--- src/rtl/mipsPkg.sv ---
////////////////////////////////////////////////////////////////////////////
// MIPS subset core shared definitions
// Widths, opcodes, ALU codes and the records passed between stages
////////////////////////////////////////////////////////////////////////////

`default_nettype none

package mipsPkg;

    // Basic vector types
    typedef logic [31:0] word_t;
    typedef logic [4:0]  regAddr_t;
    typedef logic [5:0]  opcode_t;
    typedef logic [5:0]  funct_t;
    typedef logic [1:0]  aluOp_t;
    typedef logic [3:0]  aluCtrl_t;

    ////////////////////////////////////////////////////////////////////////////
    // Encodings
    ////////////////////////////////////////////////////////////////////////////

    // Main opcodes
    localparam opcode_t opR    = 6'h00;
    localparam opcode_t opAddi = 6'h08;
    localparam opcode_t opLw   = 6'h23;
    localparam opcode_t opSw   = 6'h2B;
    localparam opcode_t opBeq  = 6'h04;
    localparam opcode_t opBne  = 6'h05;

    // R-type funct field
    localparam funct_t functAdd = 6'h20;
    localparam funct_t functSub = 6'h22;
    localparam funct_t functAnd = 6'h24;
    localparam funct_t functOr  = 6'h25;
    localparam funct_t functSlt = 6'h2A;

    // ALU class from the main decoder
    localparam aluOp_t aluOpAdd   = 2'b00;
    localparam aluOp_t aluOpSub   = 2'b01;
    localparam aluOp_t aluOpFunct = 2'b10;
    localparam aluOp_t aluOpOr    = 2'b11;

    // ALU operations, classic control codes
    localparam aluCtrl_t aluAnd = 4'b0000;
    localparam aluCtrl_t aluOr  = 4'b0001;
    localparam aluCtrl_t aluAdd = 4'b0010;
    localparam aluCtrl_t aluSub = 4'b0110;
    localparam aluCtrl_t aluSlt = 4'b0111;

    // Storage sizes
    localparam int    numRegs      = 32;
    localparam int    dataMemWords = 64;
    localparam int    memIndexBits = $clog2(dataMemWords);
    localparam word_t resetPc      = 32'h0000_0000;

    ////////////////////////////////////////////////////////////////////////////
    // Stage records
    ////////////////////////////////////////////////////////////////////////////

    typedef struct packed {
        logic   regWrite;
        logic   memRead;
        logic   memWrite;
        logic   memToReg;
        logic   branch;
        logic   branchNe;
        logic   aluSrc;
        aluOp_t aluOp;
    } ctrl_t;

    // Decode to execute
    typedef struct packed {
        ctrl_t    ctrl;
        word_t    pcPlus4;
        word_t    rsData;
        word_t    rtData;
        word_t    imm;
        regAddr_t writeReg;
        funct_t   funct;
    } idEx_t;

    // Execute to result
    typedef struct packed {
        logic     regWrite;
        logic     memRead;
        logic     memWrite;
        logic     memToReg;
        word_t    aluResult;
        word_t    storeData;
        regAddr_t writeReg;
    } exRes_t;

    typedef struct packed {
        logic  taken;
        word_t target;
    } redirect_t;

    // Write-back, also the forwarding source
    typedef struct packed {
        logic     valid;
        regAddr_t writeReg;
        word_t    data;
    } wb_t;

endpackage

`default_nettype wire

--- src/rtl/mipsResult.sv ---
////////////////////////////////////////////////////////////////////////////
// Result stage
// Data memory and write-back record
////////////////////////////////////////////////////////////////////////////

`timescale 1ns/100ps
`default_nettype none

module mipsResult (
    input  logic             clock,
    input  logic             arstN,
    input  mipsPkg::exRes_t  exRes,
    output mipsPkg::wb_t     wb
);

    mipsPkg::word_t                dataMem [mipsPkg::dataMemWords];
    logic [mipsPkg::memIndexBits-1:0] memIndex;
    mipsPkg::word_t                loadData;

    // Word address wraps at the memory size
    assign memIndex = exRes.aluResult[mipsPkg::memIndexBits+1:2];

    // Store at the edge closing the execute cycle
    always_ff @(posedge clock or negedge arstN) begin
        if (!arstN) begin
            for (int i = 0; i < mipsPkg::dataMemWords; i++) begin
                dataMem[i] <= '0;
            end
        end else if (exRes.memWrite) begin
            dataMem[memIndex] <= exRes.storeData;
        end
    end

    // Combinational read, so a load can be forwarded right away
    assign loadData = exRes.memRead ? dataMem[memIndex] : '0;

    // Write-back, no write to $zero
    assign wb.valid    = exRes.regWrite && (exRes.writeReg != '0);
    assign wb.writeReg = exRes.writeReg;
    assign wb.data     = exRes.memToReg ? loadData : exRes.aluResult;

    // Word access only
    assert property (@(posedge clock) disable iff (!arstN)
        (exRes.memRead || exRes.memWrite) |-> (exRes.aluResult[1:0] == 2'b00))
        else $error("unaligned data memory access");

endmodule

`default_nettype wire

--- config.mk ---
export PLATFORM = sky130hd
export DESIGN_NAME = mipsResult
export DESIGN_NICKNAME = d
export VERILOG_FILES = /design/src/rtl/mipsPkg.sv /design/src/rtl/mipsResult.sv
export SDC_FILE = /design/constraint.sdc
export NUM_CORES = 2
export LEC_CHECK = 0
export ABC_CLOCK_PERIOD_IN_PS = 2000
export BUFFER_PORTS_ARGS = -buffer_cell sky130_fd_sc_hd__clkbuf_2
export CORE_ASPECT_RATIO = 0.6
export CORE_UTILIZATION = 57
export CTS_BUF_LIST = sky130_fd_sc_hd__clkbuf_4 sky130_fd_sc_hd__clkbuf_8 sky130_fd_sc_hd__clkbuf_16
export CTS_CLUSTER_DIAMETER = 50
export DETAILED_ROUTE_END_ITERATION = 12
export PLACE_DENSITY = 0.81
export SLEW_MARGIN = 20
export SYNTH_ARGS = -nofsm -noshare
export SYNTH_HDL_FRONTEND = slang
export SYNTH_SLANG_ARGS = --single-unit
--- constraint.sdc ---
create_clock -name clock -period 2 [get_ports clock]
set_input_delay 0.2 -clock clock [delete_from_list [all_inputs] [get_ports clock]]
set_output_delay 0.2 -clock clock [all_outputs]
set_load 0.02 [all_outputs]
Yosys cells after proc, flatten, opt, wreduce, memory -nomap -nowiden
Cells that the tools add are included.
- $lt $le $gt $ge: 2
- muxes and demuxes: 8
- bitwise logic cells: 1
- reduce and logical (&&, ||, !) cells: 3
- operators by type and width (kind ; count):
    2048-bit bitwise mux ; 1
    32-bit binary-select mux with 6-bit select ; 1
    32-bit demux with 6-bit select ; 1
    32-bit two-way mux ; 5
    7-bit >= comparator, second input constant ; 1
    7-bit by 1-bit less-than comparator with 1-bit output, second input constant ; 1
    6-bit inverter with 7-bit output ; 1
    5-bit nonzero test ; 1
    1-bit logical AND ; 2
- bits in registers: 2048
- logic and storage cells: 78

Logic depth before layout (Yosys ltp)
- depth after elaboration: 6
- mapped depth: 11
- gate-level depth less buffers: 6

Worst setup path after synthesis
Ideal clock, no wire load.
- path kind: input port to output port
- start: input exRes[40] in the netlist's numbering
- end: output wb[27] in the netlist's numbering
- data arrival time: 1.989 ns
- setup slack: -0.189 ns
- stages on the path: 10
- buffers on the path: 5
- path through: buf_4 and2_1 buf_2 buf_2 buf_2 buf_1 a22oi_1 o22ai_1 a22oi_1 a31oi_1
- RTL lines (element ; line ; source):
    start, declared ; mipsResult.sv:12 ; input mipsPkg::exRes_t exRes,
    end, declared ; mipsResult.sv:13 ; output mipsPkg::wb_t wb

==> impl_results.html <==
<table>
<tr><th>Metric</th><th>Value</th></tr>
<tr><th colspan="2">Route</th></tr>
<tr><td>Number of iterations in the first detailed-routing pass</td><td>8</td></tr>
<tr><td>Total Routed Length</td><td>358000 microns</td></tr>
<tr><td>Via count</td><td>71.1k</td></tr>
<tr><td>DRT iter0 DRCs</td><td>10.5k</td></tr>
<tr><td>Average wire length per cell after detail routing</td><td>37.0 microns</td></tr>
<tr><td>Number of routed nets with antenna violations</td><td>0</td></tr>
<tr><td>Routed vias/inst</td><td>7.34</td></tr>
<tr><td>Number of design rule violations left after detail routing</td><td>0</td></tr>
<tr><th colspan="2">Power</th></tr>
<tr><td>Power Total</td><td>102000 uW</td></tr>
<tr><td>Cell area power density</td><td>917 nW/um^2</td></tr>
<tr><td>Pleak</td><td>0.0512 uW</td></tr>
<tr><td>Design internal power</td><td>75100 uW</td></tr>
<tr><td>Relative contribution of the clock network to total power</td><td>36.4%</td></tr>
<tr><td>Switching share of power</td><td>26.4%</td></tr>
<tr><td>Share of power burned in combinational logic</td><td>14.6%</td></tr>
<tr><td>Worst VDD drop</td><td>0.897 mV</td></tr>
<tr><td>Sequential fraction of design power</td><td>49.1%</td></tr>
<tr><td>Sw Pwr</td><td>27000 uW</td></tr>
<tr><th colspan="2">Floorplan</th></tr>
<tr><td>DIE HEIGHT</td><td>315 microns</td></tr>
<tr><td>Number of top-level design ports</td><td>113</td></tr>
<tr><td>Horizontal extent of the die</td><td>523 microns</td></tr>
<tr><td>Number of placement rows</td><td>114</td></tr>
<tr><td>Die Area</td><td>165000 sq um</td></tr>
<tr><td>Placeable core area</td><td>161000 sq um</td></tr>
<tr><td>Initial cell density of the core</td><td>57.5%</td></tr>
<tr><th colspan="2">Logic synthesis</th></tr>
<tr><td>Avg Synthesized Cell Area</td><td>13.3 sq um</td></tr>
<tr><td>Yosys top cell area share</td><td>55.2%</td></tr>
<tr><td>Post-synth EDFFs</td><td>0</td></tr>
<tr><td>Synth cell types</td><td>65</td></tr>
<tr><td>Most common cell in the netlist</td><td>mux2_2</td></tr>
<tr><td>Synth warn</td><td>0</td></tr>
<tr><td>Most frequent cells after synthesis</td><td>mux2_2 (2126), dfrtp_1 (2048), a22oi_1 (503)</td></tr>
<tr><td>Synthesized cell area</td><td>92900 sq um</td></tr>
<tr><td>Leading register cell type out of synthesis</td><td>dfrtp_1</td></tr>
<tr><td>FF+latch count, synth</td><td>2048</td></tr>
<tr><td>Synth Net Count</td><td>7042</td></tr>
<tr><td>Largest cells by area after synthesis</td><td>dfrtp_1 (55%), mux2_2 (26%), a22oi_1 (4.1%)</td></tr>
<tr><td>Async set-or-reset flop fraction in the synthesized netlist</td><td>100%</td></tr>
<tr><td>Sequential-to-total area share from yosys stat</td><td>55.2%</td></tr>
<tr><td>Post-Synthesis Cells</td><td>6967</td></tr>
<tr><td>Cell taking the most area after synthesis</td><td>dfrtp_1</td></tr>
<tr><th colspan="2">Worst hold path</th></tr>
<tr><td>Hold Path Origin</td><td>exRes[13]</td></tr>
<tr><td>Hold Crit Depth</td><td>3</td></tr>
<tr><td>Worst min path class</td><td>input pin to flip-flop</td></tr>
<tr><td>Hold-critical path endpoint</td><td>dataMem[1896]</td></tr>
<tr><th colspan="2">STA</th></tr>
<tr><td>Unrepaired setup endpoints after global routing</td><td>yes</td></tr>
<tr><td>Final setup violating endpoints</td><td>45</td></tr>
<tr><td>Hold violation total from the final report</td><td>0</td></tr>
<tr><td>Tightest Pin Transition</td><td>949 ps</td></tr>
<tr><td>Relative slew margins</td><td>36.7%</td></tr>
<tr><td>Post-route worst setup slack</td><td>-1120 ps</td></tr>
<tr><td>Final Critical Period</td><td>3120 ps</td></tr>
<tr><td>Max frequency</td><td>0.321 GHz</td></tr>
<tr><td>Post-route clock skew</td><td>0 ps</td></tr>
<tr><td>Final worst path period share</td><td>156%</td></tr>
<tr><td>Max Slew Vio Count</td><td>0</td></tr>
<tr><th colspan="2">Global routing</th></tr>
<tr><td>Antenna violations before repair</td><td>18</td></tr>
<tr><td>Pin count of the biggest net entering global routing</td><td>111</td></tr>
<tr><td>Vias in the first global route</td><td>71.5k</td></tr>
<tr><td>First-pass GRT wire length</td><td>511000 microns</td></tr>
<tr><td>GRT Residual Overflow</td><td>0</td></tr>
<tr><td>GRT Util Overall</td><td>43.3%</td></tr>
<tr><th colspan="2">Clock tree</th></tr>
<tr><td>TritonCTS buffer count</td><td>184</td></tr>
<tr><td>Clock root buffer master</td><td>clkbuf_16</td></tr>
<tr><td>Maximum buffer depth of the clock tree</td><td>4</td></tr>
<tr><td>Clock latency at the later pin of the worst-skew pair</td><td>830 ps</td></tr>
<tr><td>CTS tree</td><td>built</td></tr>
<tr><td>Clock Sinks</td><td>2048</td></tr>
<tr><td>Clock-pin slew on the worst setup and hold paths</td><td>70 ps</td></tr>
<tr><td>H-tree Lvls</td><td>4</td></tr>
<tr><th colspan="2">Placement</th></tr>
<tr><td>Inst Count DP</td><td>9322</td></tr>
<tr><td>Buffers added on ports</td><td>112</td></tr>
<tr><td>HPWL Detailed</td><td>229000 microns</td></tr>
<tr><td>Routability Congestion</td><td>1.01</td></tr>
<tr><th colspan="2">Setup path</th></tr>
<tr><td>Startpoint kind of the worst setup timing path</td><td>flip-flop</td></tr>
<tr><td>Endpoint required time on the critical path</td><td>1800 ps</td></tr>
<tr><td>Worst endpoint data arrival time</td><td>2920 ps</td></tr>
<tr><td>Reg-to-Reg End</td><td>dataMem[611]</td></tr>
<tr><td>Peak fanout along the critical path</td><td>2</td></tr>
<tr><td>WS Path Type</td><td>flip-flop to output port</td></tr>
<tr><td>Internal reg-to-reg setup slack</td><td>970 ps</td></tr>
<tr><td>Worst R2R Start</td><td>dataMem[611]</td></tr>
<tr><td>Worst setup EP type</td><td>output port</td></tr>
<tr><td>Length in cells of the worst reg-to-reg path</td><td>3</td></tr>
<tr><th colspan="2">Layout</th></tr>
<tr><td>Fraction of final layout cells with drive strength greater than 1</td><td>50.6%</td></tr>
<tr><td>Top Registers</td><td>dataMem (2048)</td></tr>
<tr><td>Register ranked first by flip-flop count</td><td>dataMem</td></tr>
<tr><td>Flip-flop count of the largest register after layout</td><td>2048</td></tr>
<tr><td>Combined area of the multi-input logic cells</td><td>40300 sq um</td></tr>
<tr><td>Area of all sequential standard cells</td><td>51200 sq um</td></tr>
<tr><td>Nets</td><td>7453</td></tr>
<tr><td>Layout Cells excl Fill</td><td>9678</td></tr>
<tr><td>Area growth from synthesis to final layout</td><td>20.0%</td></tr>
<tr><td>Fill cell instance count of the final layout</td><td>10.2k</td></tr>
<tr><th colspan="2">Run status</th></tr>
<tr><td>Violations in the final reports</td><td>negative setup slack</td></tr>
<tr><td>Run status</td><td>complete, but fails checks</td></tr>
<tr><th colspan="2">Job</th></tr>
<tr><td>Reported max-cap violation count</td><td>0</td></tr>
</table>
==> worst max path at each step <==
stage             startpoint  cells after the start  endpoint
6_report       dataMem[1548]                      7    wb[12]
5_1_grt        dataMem[1309]                      7    wb[29]
4_1_cts        dataMem[1341]                      7    wb[29]
2_1_floorplan      exRes[39]                     10     wb[1]
3_3_place_gp       exRes[40]                     12    wb[29]
3_5_place_dp       exRes[39]                     12    wb[29]
==> cells in the final DEF (no fill, tap or decap), types with 39 or more instances in the layout <==
cell type and instances:
mux2_2 2116, a221oi_1 172, nor2_1 108, buf_4 604
clkbuf_16 187, o22ai_1 184, nand2_2 39, a22oi_2 60
a22oi_1 443, clkbuf_4 39, nand2_1 77, a21oi_1 101
o21ai_0 126, clkbuf_8 57, nor3_1 55, dfrtp_1 2048
buf_12 273, mux2i_1 124, clkbuf_2 77, a221oi_2 50
==> repair_timing <==
item / in CTS / in global routing
hold endpoints to repair: 2050 / 0
setup buffers: 8 / 8
gates resized for setup: 215 / 117
cloned: 0 / 0
pin swaps: 88 / 65
endpoints found under the setup margin: 32 / 32
hold buffers: 8 / 0
==> power by group through the flow <==
stage / registers, uW / clock network, uW / logic (uW)
6_report: 50100 / 37100 / 14900
4_1_cts: 49900 / 36900 / 14300
3_5_place_dp: 50600 / 0 / 13800
2_1_floorplan: 49500 / 0 / 8720
3_3_place_gp: 50100 / 0 / 13200
5_1_grt: 50600 / 38600 / 15500
==> critical path: stages (launching register included) <==
cell	delay, ps
dfrtp_1	430
a221oi_2	400
a2111oi_4	80
or4_4	460
a221oi_4	220
buf_4	170
a32oi_4	160
buf_8	180
==> layout make-up <==
cell class                      instances  share of cell area (%)
Antenna cell                           18                  0.0404
Clock buffer                          265                    4.94
Clock inverter                         57                   0.609
Inverter                                6                  0.0292
Multi-Input combinational cell       4138                    36.2
Sequential cell                      2048                    46.0
Tap cell                             2146                    2.41
Timing Repair Buffer                 1000                    9.83
==> routing by layer <==
metal / vias to the layer above / wire length, microns / GRT usage, %
met5: - / 505 / 0.0863
met4: 25 / 25800 / 25.6
met3: 1634 / 63700 / 22.4
met2: 6193 / 140000 / 57.1
met1: 36231 / 128000 / 56.4
li1: 26982 / - / -
==> metrics by stage <==
stage | instance area, sq um | util (%) | TNS, ps | setup WS [ps] | hold slack, ps
final | 111000 | 69.0 | -28130 | -1120 | 10.7
after global routing | 111000 | 69.0 | -28780 | -1120 | 37.8
after CTS | 111000 | 68.6 | -26980 | -1070 | 4.09
after detailed placement | 103000 | 64.0 | -833770 | -1070 | 128
after global placement | 103000 | 64.0 | -781700 | -1080 | 130
after floorplan | 93400 | - | -284 | -48.5 | -95.6
==> cell families (layout without fill, tap and decap cells) <==
logic type,Yosys count,count (layout),share of synthesized area [%]
compound gates,1412,1412,11.0
buf+inv,781,1328,3.77
flops,2048,2048,55.2
mux,2287,2287,27.9
other cells,0,18,0
simple gates,439,439,2.17
(Power assumes the default switching activity.)
