$ cat src/rtl/mipsPkg.sv
////////////////////////////////////////////////////////////////////////////
// MIPS subset core shared definitions
// Widths, opcodes, ALU codes and the records passed between stages
////////////////////////////////////////////////////////////////////////////

`default_nettype none

package mipsPkg;

    // Basic vector types
    typedef logic [31:0] word_t;
    typedef logic [4:0]  regAddr_t;
    typedef logic [5:0]  opcode_t;
    typedef logic [5:0]  funct_t;
    typedef logic [1:0]  aluOp_t;
    typedef logic [3:0]  aluCtrl_t;

    ////////////////////////////////////////////////////////////////////////////
    // Encodings
    ////////////////////////////////////////////////////////////////////////////

    // Main opcodes
    localparam opcode_t opR    = 6'h00;
    localparam opcode_t opAddi = 6'h08;
    localparam opcode_t opLw   = 6'h23;
    localparam opcode_t opSw   = 6'h2B;
    localparam opcode_t opBeq  = 6'h04;
    localparam opcode_t opBne  = 6'h05;

    // R-type funct field
    localparam funct_t functAdd = 6'h20;
    localparam funct_t functSub = 6'h22;
    localparam funct_t functAnd = 6'h24;
    localparam funct_t functOr  = 6'h25;
    localparam funct_t functSlt = 6'h2A;

    // ALU class from the main decoder
    localparam aluOp_t aluOpAdd   = 2'b00;
    localparam aluOp_t aluOpSub   = 2'b01;
    localparam aluOp_t aluOpFunct = 2'b10;
    localparam aluOp_t aluOpOr    = 2'b11;

    // ALU operations, classic control codes
    localparam aluCtrl_t aluAnd = 4'b0000;
    localparam aluCtrl_t aluOr  = 4'b0001;
    localparam aluCtrl_t aluAdd = 4'b0010;
    localparam aluCtrl_t aluSub = 4'b0110;
    localparam aluCtrl_t aluSlt = 4'b0111;

    // Storage sizes
    localparam int    numRegs      = 32;
    localparam int    dataMemWords = 64;
    localparam int    memIndexBits = $clog2(dataMemWords);
    localparam word_t resetPc      = 32'h0000_0000;

    ////////////////////////////////////////////////////////////////////////////
    // Stage records
    ////////////////////////////////////////////////////////////////////////////

    typedef struct packed {
        logic   regWrite;
        logic   memRead;
        logic   memWrite;
        logic   memToReg;
        logic   branch;
        logic   branchNe;
        logic   aluSrc;
        aluOp_t aluOp;
    } ctrl_t;

    // Decode to execute
    typedef struct packed {
        ctrl_t    ctrl;
        word_t    pcPlus4;
        word_t    rsData;
        word_t    rtData;
        word_t    imm;
        regAddr_t writeReg;
        funct_t   funct;
    } idEx_t;

    // Execute to result
    typedef struct packed {
        logic     regWrite;
        logic     memRead;
        logic     memWrite;
        logic     memToReg;
        word_t    aluResult;
        word_t    storeData;
        regAddr_t writeReg;
    } exRes_t;

    typedef struct packed {
        logic  taken;
        word_t target;
    } redirect_t;

    // Write-back, also the forwarding source
    typedef struct packed {
        logic     valid;
        regAddr_t writeReg;
        word_t    data;
    } wb_t;

endpackage

`default_nettype wire

$ cat src/rtl/mipsExecute.sv
////////////////////////////////////////////////////////////////////////////
// Execute stage
// ALU control, ALU, operand select and branch resolution
////////////////////////////////////////////////////////////////////////////

`timescale 1ns/100ps
`default_nettype none

module mipsExecute (
    input  mipsPkg::idEx_t     idEx,
    output mipsPkg::exRes_t    exRes,
    output mipsPkg::redirect_t redirect
);

    mipsPkg::aluCtrl_t aluCtrl;
    mipsPkg::word_t    opB;
    mipsPkg::word_t    aluResult;
    logic              zero;

    // ALU control from class and funct
    always_comb begin
        case (idEx.ctrl.aluOp)
            mipsPkg::aluOpAdd: aluCtrl = mipsPkg::aluAdd;
            mipsPkg::aluOpSub: aluCtrl = mipsPkg::aluSub;
            mipsPkg::aluOpOr:  aluCtrl = mipsPkg::aluOr;
            default: begin
                case (idEx.funct)
                    mipsPkg::functAdd: aluCtrl = mipsPkg::aluAdd;
                    mipsPkg::functSub: aluCtrl = mipsPkg::aluSub;
                    mipsPkg::functAnd: aluCtrl = mipsPkg::aluAnd;
                    mipsPkg::functOr:  aluCtrl = mipsPkg::aluOr;
                    mipsPkg::functSlt: aluCtrl = mipsPkg::aluSlt;
                    // Shift nop and friends
                    default:           aluCtrl = mipsPkg::aluAdd;
                endcase
            end
        endcase
    end

    // Immediate or register for the second operand
    assign opB = idEx.ctrl.aluSrc ? idEx.imm : idEx.rtData;

    ////////////////////////////////////////////////////////////////////////////
    // ALU
    ////////////////////////////////////////////////////////////////////////////

    always_comb begin
        aluResult = '0;
        case (aluCtrl)
            mipsPkg::aluAnd: aluResult = idEx.rsData & opB;
            mipsPkg::aluOr:  aluResult = idEx.rsData | opB;
            mipsPkg::aluAdd: aluResult = idEx.rsData + opB;
            mipsPkg::aluSub: aluResult = idEx.rsData - opB;
            // Signed compare, result in bit 0
            mipsPkg::aluSlt: aluResult[0] = $signed(idEx.rsData) < $signed(opB);
            default:         aluResult = '0;
        endcase
    end

    assign zero = (aluResult == '0);

    // Record for the result stage
    always_comb begin
        exRes.regWrite  = idEx.ctrl.regWrite;
        exRes.memRead   = idEx.ctrl.memRead;
        exRes.memWrite  = idEx.ctrl.memWrite;
        exRes.memToReg  = idEx.ctrl.memToReg;
        exRes.aluResult = aluResult;
        exRes.storeData = idEx.rtData;
        exRes.writeReg  = idEx.writeReg;
    end

    ////////////////////////////////////////////////////////////////////////////
    // Branch
    ////////////////////////////////////////////////////////////////////////////

    // beq on equal, bne on not equal
    assign redirect.taken  = idEx.ctrl.branch && (idEx.ctrl.branchNe ? !zero : zero);
    // Word offset relative to the delay slot
    assign redirect.target = idEx.pcPlus4 + {idEx.imm[29:0], 2'b00};

endmodule

`default_nettype wire

$ cat config.mk
export PLATFORM = sky130hd
export DESIGN_NAME = mipsExecute
export DESIGN_NICKNAME = d
export VERILOG_FILES = /design/src/rtl/mipsPkg.sv /design/src/rtl/mipsExecute.sv
export SDC_FILE = /design/constraint.sdc
export NUM_CORES = 1
export LEC_CHECK = 0
export BUFFER_PORTS_ARGS = -buffer_cell sky130_fd_sc_hd__buf_2
export CAP_MARGIN = 20
export CORE_UTILIZATION = 40
export DETAILED_ROUTE_END_ITERATION = 10
export PLACE_DENSITY_LB_ADDON = 0.12
export SYNTH_ARGS = -nofsm -noshare
export SYNTH_HDL_FRONTEND = slang
export SYNTH_SLANG_ARGS = --single-unit
$ cat constraint.sdc
create_clock -name vclk -period 9.5
set_input_delay 2.375 -clock vclk [all_inputs]
set_output_delay 2.375 -clock vclk [all_outputs]
set_load 0.01 [all_outputs]
Word-level counts from Yosys, hierarchy flattened
Index checks and enable logic that the tools add are counted.
{ "classes": {"n_reduce_logical": 5, "mul": 0, "add_sub_neg": 3, "n_shift": 0, "eq_ne": 10, "n_div": 0, "order_cmp": 1, "bitwise": 2, "muxes": 6} }
{ "op_table": {"columns": ["operator", "count"], "rows": [
  ["31-bit one-hot mux with 4 select lines", 1],
  ["32-bit adder", 2],
  ["32-bit bitwise AND", 1],
  ["32-bit logical NOT", 1],
  ["32-bit less-than comparator", 1],
  ["32-bit 2-to-1 mux", 1],
  ["32-bit OR", 1],
  ["32-bit subtractor", 1],
  ["6-bit equality test, second input constant", 4],
  ["3-bit one-hot mux with 4 select lines", 1],
  ["3-bit one-hot mux with 3 select lines", 1],
  ["4-bit by 3-bit equality test with 1-bit output, second input constant", 2],
  ["1-bit one-hot mux with 5 select lines", 1],
  ["4-bit by 1-bit equality test with 1-bit output, second input constant", 1],
  ["4-bit by 2-bit equality test with 1-bit output, second input constant", 1],
  ["4-bit logical NOT", 1],
  ["2-bit by 1-bit equality test with 1-bit output, second input constant", 1],
  ["2-bit equality test, second input constant", 1],
  ["2-bit logical NOT", 1],
  ["1-bit logical AND", 1],
  ["1-bit logical NOT", 1],
  ["1-bit 2-to-1 mux", 1]
]} }
{ "totals": {"latchBits": 0, "register_bits": 0, "ramBits": 0, "rom_bits": 0, "n_memories": 0, "in_bits": 148, "out_inout_bits": 106} }

Depth between registers and ports, before layout
Gate-level depths: netlist of run 1.
{ "depth": {"ltp_word": 9, "mapped_depth": 17, "depth_no_buf": 16} }

Least setup slack after synthesis of run 1
Ideal clock, no wire load.
{ "synth_path": {"path_kind": "input -> output", "startpoint": "input port idEx[141] in the netlist's numbering", "endpoint": "output port redirect[32] in the netlist's numbering", "path_buffers": 2, "path_stages": 17, "t_arrival_ns": 6.916, "required_time_ns": 7.125, "slack_ns": 0.209, "cell_sequence": "clkbuf_1 > buf_1 > mux2i_1 > inv_1 > fa_1 > nor2_1 > o311ai_2 > a221oi_4 > nor2_2 > o211a_1 > a221o_1 > a221o_1 > nor4_1 > nand4b_1 > or4b_1 > nor4_2 > mux2i_1"} }
{ "synth_rtl": {"columns": ["element", "line_no", "source"], "rows": [
  ["start: declaration", "mipsExecute.sv:10", "input mipsPkg::idEx_t idEx,"],
  ["end: declaration", "mipsExecute.sv:12", "output mipsPkg::redirect_t redirect"]
]} }

==> results by group, run 1 <==
Placed design
  • Post-DP HPWL: 20700 um
  • GP Congestion: 0.926
  • IO Port Bufs: 232

Route
  • DRC viols: 0
  • DRT Pass-1 Iters: 6
  • Via-to-Cell Ratio: 5.77
  • Detailed Route WL: 25300 um
  • Routed Antenna Nets: 0
  • WL/cell: 17.2 um
  • Routed vias: 8508
  • 1st-iter DRT viols: 707

Power
  • Switch Pwr: 402 uW
  • Pleak: 0.00441 uW
  • Flop pwr share: 0
  • Internal Power: 282 uW
  • Tot Pwr: 684 uW
  • Sw frac: 0.588
  • Clock share of power: 0
  • Pwr dens: 78.6 mW/mm^2
  • Combinational group share of total power: 1.000
  • Max IR drop VDD: 0.0332 mV

Yosys
  • Syn. warnings: 0
  • Post-synth cell types: 78
  • Sequential element share of the synthesized area: 0
  • Synth Instances: 1060
  • Post-synthesis cell area: 0.00728 sq mm
  • Syn Nets: 1339
  • Largest area contributor in the netlist: ha_1
  • Syn avg cell area: 6.87 sq um
  • Main area contributors after synthesis: ha_1 22%, mux2i_1 5.6%, a21oi_1 5.6%
  • Share of the synthesized area in the top cell type: 0.220

GRT
  • Remaining Overflow, GRT: 0
  • Global-route wire length before repair: 38700 um
  • Initial antenna violation count: 0
  • Overall Global Routing Usage: 0.253
  • Met3 GRT Util: 0.0107
  • Busiest grt layer: met2
  • Vias in the first global route: 7602
  • Met2 usage: 0.434
  • Largest net degree at the start of global routing: 32
  • Met1 GRT Util: 0.358

Final layout
  • Inserted Diodes: 0
  • Final-layout fill cell count: 1847
  • Multi-input logic area: 0.00648 sq mm
  • Layout cells sized above 1: 0.261
  • FF/Latch Area: 0 sq um
  • Clkbuf count: 0
  • Synthesis-to-layout area growth: 19.5%
  • Fin util: 0.496
  • Number of sequential cells: 0
  • Layout net count: 1530

Worst setup path
  • Delay of the slowest critical-path stage: 0.57 ns
  • Critical-path top delay cell: or4_1
  • CP endpoint kind: primary output
  • CP startpoint kind: input pin
  • Arrival time at the worst endpoint: 6.85 ns
  • Worst-path maximum fanout: 16
  • Kind of critical path: in -> out
  • Worst Path Required: 7.13 ns
  • Worst Path Buf+Inv: 5
  • Cell Chain, Critical Path: clkbuf_4 > buf_12 > mux2i_1 > ha_1 > buf_4 > o21ai_0 > o21ai_0 > a21oi_1 > buf_4 > o211ai_1 > a31oi_1 > nor3_1 > o21ai_0 > o21ba_2 > o21ai_0 > or4_1 > nor4_4 > mux2i_1 > buf_2
  • Worst path most repeated cell: o21ai_0
  • Crit-path leading delay family: compound AO/OA/AOI/OAI gates

Timing
  • RSZ-0062 raised after global routing: false
  • Max Fclk: 108 MHz
  • Final setup vio count: 0
  • Fin. max-slew vios: 0
  • Max transition margin: 0.331
  • Least-Margin Pin Slew: 1.00 ns
  • Final Hold Vio Count: 0
  • Post-route minimum period: 9.22 ns
  • Fin crit share: 0.971
  • Setup TNS: 0 ns

Floorplan
  • Initial Utilization: 0.415
  • Std-Cell Core Area: 0.0175 sq mm
  • Die height: 137 um
  • # IOs: 254
  • Die outline width: 137 um
  • Row count: 48
  • Die Area: 0.0188 sq mm

Status
  • Status: completed

Min path
  • Hold Path Class: in -> out

Clock network
  • CTS Hold Buffers Added: 0

Run
  • Max-Cap Viols: 0
## cell usage in the layout, fill, tap and decap left out, drive strengths merged, types with 12 or more instances in the layout
cell,n
o221ai,12
nor3,29
o21ai,61
ha,128
nand3,24
a21o,27
a211oi,18
or3,13
xnor2,27
nor2,85
or2,13
buf,277
inv,104
a21oi,82
nor4,14
nand2b,15
a31oi,13
o21bai,14
mux2i,41
nand2,63
o211ai,19
## cells in the mapped netlist (4+ instances only)
master / number
a2111oi_0: 6
nand2b_1: 14
a21o_1: 27
buf_4: 44
nand3_1: 24
o41ai_1: 4
or4_1: 4
nor4_1: 13
xor2_1: 9
or2_2: 11
inv_1: 101
and2_1: 4
o21bai_1: 14
o211ai_1: 19
buf_2: 12
nor3_1: 29
a211o_1: 6
nor2_1: 84
a21oi_1: 81
nand4_1: 11
nand3b_1: 5
a211oi_1: 17
buf_1: 4
nand4b_1: 4
o21ai_1: 5
o2bb2ai_1: 5
clkbuf_1: 30
o21ai_0: 56
xnor2_1: 27
ha_1: 128
or3_1: 13
a221oi_1: 8
mux2i_1: 41
nor2b_1: 11
nor3b_1: 5
a221o_1: 10
nand2_1: 63
a31oi_1: 13
o21a_1: 10
o311ai_0: 5
and3_1: 6
o31ai_1: 11
o221ai_1: 12
## what timing repair did
item | in CTS | in global routing
buffers inserted | 0 | 6
endpoints found under the setup margin | 1 | 1
gates cloned | 0 | 1
pin swaps | 0 | 4
resized for setup | 2 | 21
## final cells by class
type | instances | area share
Multi-Input combinational cell | 866 | 0.745
Timing Repair Buffer | 279 | 0.178
Tap cell | 225 | 0.0324
Inverter | 104 | 0.0449
## through the flow
step / std cells / worst slack [ns] / hold WS [ns] / cell area [sq um]
floorplan: 1060 / 0.209 / 4.84 / 7280
global placement: 1467 / -0.0234 / 4.75 / 8530
detailed placement: 1467 / -0.122 / 4.75 / 8530
CTS: 1467 / 0.0249 / 4.75 / 8540
global route: 1474 / 0.0366 / 4.75 / 8700
finish: 1474 / 0.280 / 4.75 / 8700
## power by group through the flow
stage	registers, uW	clock network (uW)	logic (uW)
3_3_place_gp	0	0	660
3_5_place_dp	0	0	659
6_report	0	0	684
5_1_grt	0	0	749
2_1_floorplan	0	0	444
4_1_cts	0	0	664
## worst paths after layout
path | to | slack [ns] | from | cells after the start
max | redirect[32] | 0.28 | idEx[141] | 19
min | exRes[0] | 4.75 | idEx[6] | 0
## logic make-up (layout without fill, tap and decap cells)
| logic type | Yosys count | after routing | synth area share |
|---|---|---|---|
| AO/OA/AOI/OAI | 343 | 343 | 0.327 |
| XOR/XNOR | 36 | 36 | 0.0433 |
| adder cells (fa/ha/maj) | 131 | 131 | 0.228 |
| buffers and inverters | 194 | 383 | 0.125 |
| multiplexers | 41 | 41 | 0.0563 |
| AND/OR/NAND/NOR | 315 | 315 | 0.220 |
## routing by layer
layer | part of all wire | routed length, um
met1 | 0.47 | 11800
met2 | 0.46 | 11800
met3 | 0.057 | 1440
met4 | 0.013 | 325
met5 | 0 | 0
(Power assumes the default switching activity.)
==> run 2: changes to the inputs <==
--- a/config.mk
+++ b/config.mk
@@ -7,7 +7,7 @@
 export LEC_CHECK = 0
 export BUFFER_PORTS_ARGS = -buffer_cell sky130_fd_sc_hd__buf_2
 export CAP_MARGIN = 20
-export CORE_UTILIZATION = 40
+export CORE_UTILIZATION = 50
 export DETAILED_ROUTE_END_ITERATION = 10
 export PLACE_DENSITY_LB_ADDON = 0.12
 export SYNTH_ARGS = -nofsm -noshare
==> run 2 against run 1 <==
  * Combinational power fell by 1%
  * Global-route usage rose by 5.0 points
  * Critical path depth shrank 1
  * Maximum frequency shrank 0.66%
  * Sequential share of layout area is the same
  * Critical path type unchanged
  * Largest cell class unchanged
==> results by group, run 2 (synthesized netlist as in run 1, its figures left out) <==
Route
  • Detailed Route WL: 24000 um
  • Routed vias: 8608
  • WL/cell: 17.0 um
  • Via-to-Cell Ratio: 6.08
  • Routed Antenna Nets: 0
  • DRC viols: 0
  • DRT Pass-1 Iters: 5
  • 1st-iter DRT viols: 746

Placed design
  • Placed Area: 0.00841 sq mm
  • Post-DP HPWL: 19500 um
  • IO Port Bufs: 232
  • GP Congestion: 0.974

Power
  • Pwr dens: 78.8 mW/mm^2
  • Max IR drop VDD: 0.0346 mV
  • Pleak: 0.00433 uW

Worst setup path
  • Crit-path leading delay family: simple AND/OR/NAND/NOR gates
  • Arrival time at the worst endpoint: 6.91 ns
  • Delay of the slowest critical-path stage: 0.53 ns
  • CP startpoint kind: input pin
  • Worst Path Buf+Inv: 3
  • Critical-path top delay cell: or4b_1
  • Worst-path maximum fanout: 3
  • Kind of critical path: in -> out
  • CP endpoint kind: primary output
  • Cell Chain, Critical Path: clkbuf_4 > mux2i_4 > inv_1 > ha_1 > fa_1 > nor2_2 > o311ai_2 > a221oi_4 > nor2_2 > o211a_1 > a221o_1 > a221o_1 > nor4_2 > nand4b_1 > or4b_1 > nor4_2 > mux2i_1 > buf_2
  • Worst Path Required: 7.13 ns

Floorplan
  • Die Area: 0.0151 sq mm
  • Std-Cell Core Area: 0.0140 sq mm
  • Die height: 123 um
  • Row count: 43
  • # IOs: 254
  • Initial Utilization: 0.519
  • Die outline width: 123 um

Final layout
  • Fin util: 0.609
  • Clkbuf count: 0
  • Most frequent cells in the layout: 231 x buf_2, 125 x ha_1, 101 x inv_1
  • Layout cells sized above 1: 0.260
  • Synthesis-to-layout area growth: 17.5%
  • Final instance area: 0.00856 sq mm
  • FF/Latch Area: 0 sq um
  • Number of sequential cells: 0
  • Leading cell type in the layout, fill and taps excluded: buf_2
  • Inserted Diodes: 0
  • Layout net count: 1516

Timing
  • Final setup vio count: 0
  • Final Hold Vio Count: 0
  • Fin crit share: 0.977
  • Least-Margin Pin Slew: 1.04 ns
  • Max transition margin: 0.306
  • Post-route minimum period: 9.28 ns
  • Fin. max-slew vios: 0
  • Max Fclk: 108 MHz

Min path
  • Hold depth: 0
  • Min-delay src: idEx[7]
  • Min-Delay Endpoint: exRes[1]
  • Hold Path Class: in -> out

GRT
  • Vias in the first global route: 7601
  • Largest net degree at the start of global routing: 32
  • Global-route wire length before repair: 37300 um
  • Overall Global Routing Usage: 0.303
  • Initial antenna violation count: 0
  • Remaining Overflow, GRT: 0

Status
  • Status: completed

Clock network
  • CTS Hold Buffers Added: 0

Run
  • Max-Cap Viols: 0
[run 2: changes by cell type in the layout (fill, tap and decap cells not counted), moves of 3 or more]
cell / previous run / this run
buf_4: 45 / 30
mux2i_2: 3 / 7
mux2i_1: 36 / 33
ha_2: 0 / 3
ha_1: 128 / 125
[run 2: through the flow]
stage	worst slack [ns]	instances	setup TNS [ns]	total power [uW]	hold WS (ns)
finish	0.218	1415	0	675	4.75
global route	-0.0209	1415	-0.0209	736	4.75
CTS	0.00811	1414	0	652	4.75
detailed placement	-0.00383	1414	-0.00383	648	4.75
global placement	0.0323	1414	0	646	4.75
floorplan	0.209	1060	0	444	4.84
[run 2: final cells by class]
class | count | area, sq um
fill | 1433 | 5490
multi-input combinational | 866 | 6500
tap | 180 | 225
timing repair buffer | 265 | 1450
inverter | 104 | 390
[run 2: what timing repair did]
action | 4_1_cts | 5_1_grt
cloned | 0 | 1
buffers inserted | 0 | 0
resized for setup | 1 | 29
setup endpoints to repair | 1 | 1
pin swaps | 0 | 4
[run 2: worst max path at each step]
| stage | start | endpoint | slack, ns | cells after the start |
|---|---|---|---|---|
| floorplan | idEx[141] | redirect[32] | 0.21 | 17 |
| global placement | idEx[141] | redirect[32] | 0.03 | 18 |
| detailed placement | idEx[141] | redirect[32] | -0.004 | 18 |
| CTS | idEx[141] | redirect[32] | 0.008 | 18 |
| global route | idEx[141] | redirect[32] | -0.02 | 18 |
| finish | idEx[141] | redirect[32] | 0.22 | 18 |
[run 2: routing by layer]
metal  vias to the layer above  GRT usage  wire (um)
met5                         -          0          0
met4                         0     0.0762        699
met3                        53     0.0186       1780
met2                       449      0.520      10800
met1                      3910      0.410      10700
li1                       4196          -          -
[run 2: power by group]
group,switching (uW),internal [uW]
logic,397,278
registers,0,0
clock network,0,0
total,397,278
==> run 3: changes to the inputs <==
--- a/config.mk
+++ b/config.mk
@@ -5,11 +5,14 @@
 export SDC_FILE = /design/constraint.sdc
 export NUM_CORES = 1
 export LEC_CHECK = 0
+export ABC_AREA = 1
 export BUFFER_PORTS_ARGS = -buffer_cell sky130_fd_sc_hd__buf_2
 export CAP_MARGIN = 20
+export CORE_ASPECT_RATIO = 1.5
 export CORE_UTILIZATION = 50
 export DETAILED_ROUTE_END_ITERATION = 10
 export PLACE_DENSITY_LB_ADDON = 0.12
+export SETUP_SLACK_MARGIN = 0.5
 export SYNTH_ARGS = -nofsm -noshare
 export SYNTH_HDL_FRONTEND = slang
 export SYNTH_SLANG_ARGS = --single-unit
==> run 3 against run 2 <==
  * Global-route usage grew 7.4 points
  * Via count grew 34%
  * Non-clock buffer count shrank 28
  * Critical path depth grew 8
  * Power grew 14%
  * Combinational power grew 14%
  * Maximum frequency grew 7.4%
  * Sequential share of layout area is the same
  * Utilization shrank 4.6 points
  * Clock-buffer cell count is the same
  * Largest cell class unchanged
==> results by group, run 3 <==
Status
  • Status: completed

GRT
  • Busiest grt layer: met2
  • Remaining Overflow, GRT: 0
  • Met2 usage: 0.720
  • Overall Global Routing Usage: 0.377
  • Met3 GRT Util: 0.0425
  • Vias in the first global route: 10900
  • Global-route wire length before repair: 55000 um
  • Largest net degree at the start of global routing: 31
  • Met1 GRT Util: 0.358
  • Initial antenna violation count: 3

Final layout
  • Clkbuf count: 0
  • Fin util: 0.563
  • Number of sequential cells: 0
  • FF/Latch Area: 0 sq um
  • Layout net count: 2265
  • Final instance area: 0.0101 sq mm
  • Synthesis-to-layout area growth: 10.1%
  • Layout cells sized above 1: 0.135
  • Most frequent cells in the layout: 603 x nand2_1, 415 x inv_1, 232 x buf_2
  • Leading cell type in the layout, fill and taps excluded: nand2_1
  • Post-Layout Cell Count: 2204

Yosys
  • Adder-Cell Fraction of Synth Area: 0.181
  • Largest area contributor in the netlist: nand2_1
  • Most frequent cell after synthesis: nand2_1
  • Syn avg cell area: 5.02 sq um
  • Sequential element share of the synthesized area: 0
  • Post-synthesis cell area: 0.00917 sq mm
  • Share of the synthesized area in the top cell type: 0.247
  • XOR/XNOR Fraction of Synth Area: 0.0363
  • Main area contributors after synthesis: nand2_1 25%, ha_1 17%, inv_1 17%
  • Most frequent cells after synthesis: 603 x nand2_1, 415 x inv_1, 159 x nor2_1
  • Synth Area in Compound Gates: 0.105
  • Syn Nets: 2107
  • Synth Instances: 1828
  • Mux cell area share after synthesis: 0
  • Syn. warnings: 0
  • Synth Area in Simple Gates: 0.444
  • Post-synth cell types: 43
  • Main combinational cell family by area after synthesis: simple AND/OR/NAND/NOR gates

Timing
  • Max Fclk: 116 MHz
  • Fin crit share: 0.910
  • Fin. max-slew vios: 0
  • Final Hold Vio Count: 0
  • Least-Margin Pin Slew: 1.00 ns
  • Setup TNS: 0 ns
  • Post-route minimum period: 8.64 ns
  • Max transition margin: 0.324
  • Final setup vio count: 0
  • RSZ-0062 raised after global routing: false

Floorplan
  • Std-Cell Core Area: 0.0179 sq mm
  • Row count: 60
  • # IOs: 254
  • Die outline width: 113 um
  • Initial Utilization: 0.511
  • Die Area: 0.0189 sq mm
  • Die height: 168 um

Route
  • WL/cell: 16.4 um
  • Via-to-Cell Ratio: 5.23
  • 1st-iter DRT viols: 637
  • Routed vias: 11500
  • DRC viols: 0
  • DRT Pass-1 Iters: 5
  • Detailed Route WL: 36200 um
  • Routed Antenna Nets: 0

Min path
  • Hold depth: 0
  • Min-Delay Endpoint: exRes[4]
  • Hold Path Class: in -> out
  • Min-delay src: idEx[10]

Power
  • Max IR drop VDD: 0.0422 mV
  • Pleak: 0.00658 uW
  • Pwr dens: 76.4 mW/mm^2

Worst setup path
  • Arrival time at the worst endpoint: 6.27 ns
  • CP Launch Point: idEx[141]
  • Kind of critical path: in -> out
  • Worst-path maximum fanout: 30
  • CP startpoint kind: input pin
  • CP endpoint kind: primary output
  • Worst Path Required: 7.13 ns

Placed design
  • Placed Cells: 2201
  • GP Congestion: 1.09
  • Placed Area: 0.0101 sq mm
  • Post-DP HPWL: 31500 um
  • IO Port Bufs: 232

Clock network
  • Post-CTS Setup Inserts: 0

Run
  • Max-Cap Viols: 0
[run 3: final cells by class]
class                      instances  area (sq um)
antenna                            3          7.51
tap                              217           272
inverter                         422          1590
multi-input combinational       1325          7040
fill                            2063          7840
timing repair buffer             237          1200
[run 3: cells by family after synthesis]
family	count (synthesis)
fa+ha+maj	131
buf+inv	503
simple gates	978
compound gates	178
xor+xnor	38
[run 3: power by group]
part | switching, uW | internal [uW]
clock network | 0 | 0.0000423
logic | 520 | 252
registers | 0 | 0
total | 520 | 252
[run 3: worst max path at each step]
stage	to	cells past startpoint	slack, ns
floorplan	redirect[32]	24	1.94
global placement	redirect[32]	23	0.94
detailed placement	redirect[32]	23	0.89
CTS	redirect[32]	23	0.88
global route	redirect[32]	26	0.57
finish	redirect[32]	26	0.86
[run 3: per-stage QoR]
stage	hold WS, ns	power, uW	setup WS [ns]
after floorplan	4.84	513	1.94
after global placement	4.75	750	0.941
after detailed placement	4.75	753	0.888
after CTS	4.75	756	0.885
after global routing	4.75	851	0.566
final	4.75	771	0.856
[run 3: routing by layer]
layer	wire (um)	vias to the layer above	part of all wire
met4	3360	0	0.093
met1	12700	5107	0.35
met5	0	-	0
li1	-	5834	-
met3	2060	144	0.057
met2	18100	435	0.50
[run 3: what timing repair did]
action | 4_1_cts | 5_1_grt
hold buffers | 0 | 0
resized for setup | 0 | 2
setup endpoints to repair | 0 | 1
endpoints found under the hold margin | 0 | 0
[run 3: critical path, cell delays in order]
cell and delay (ns):
buf_2 0.37, buf_4 0.25, nand2_1 0.08, o21ai_2 0.17
inv_1 0.12, ha_1 0.25, fa_1 0.42, inv_1 0.31
nand2_1 0.10, nand3_1 0.17, nand2_1 0.09, nand2_2 0.11
nand2_1 0.08, nand2_1 0.08, nand2_1 0.06, nand3_1 0.07
nand2_1 0.06, nor2_1 0.22, nand3_1 0.11, nor2_1 0.19
nand3_1 0.10, nor2_1 0.14, nand2_1 0.07, nor2_1 0.09
nor2_1 0.05, buf_2 0.13
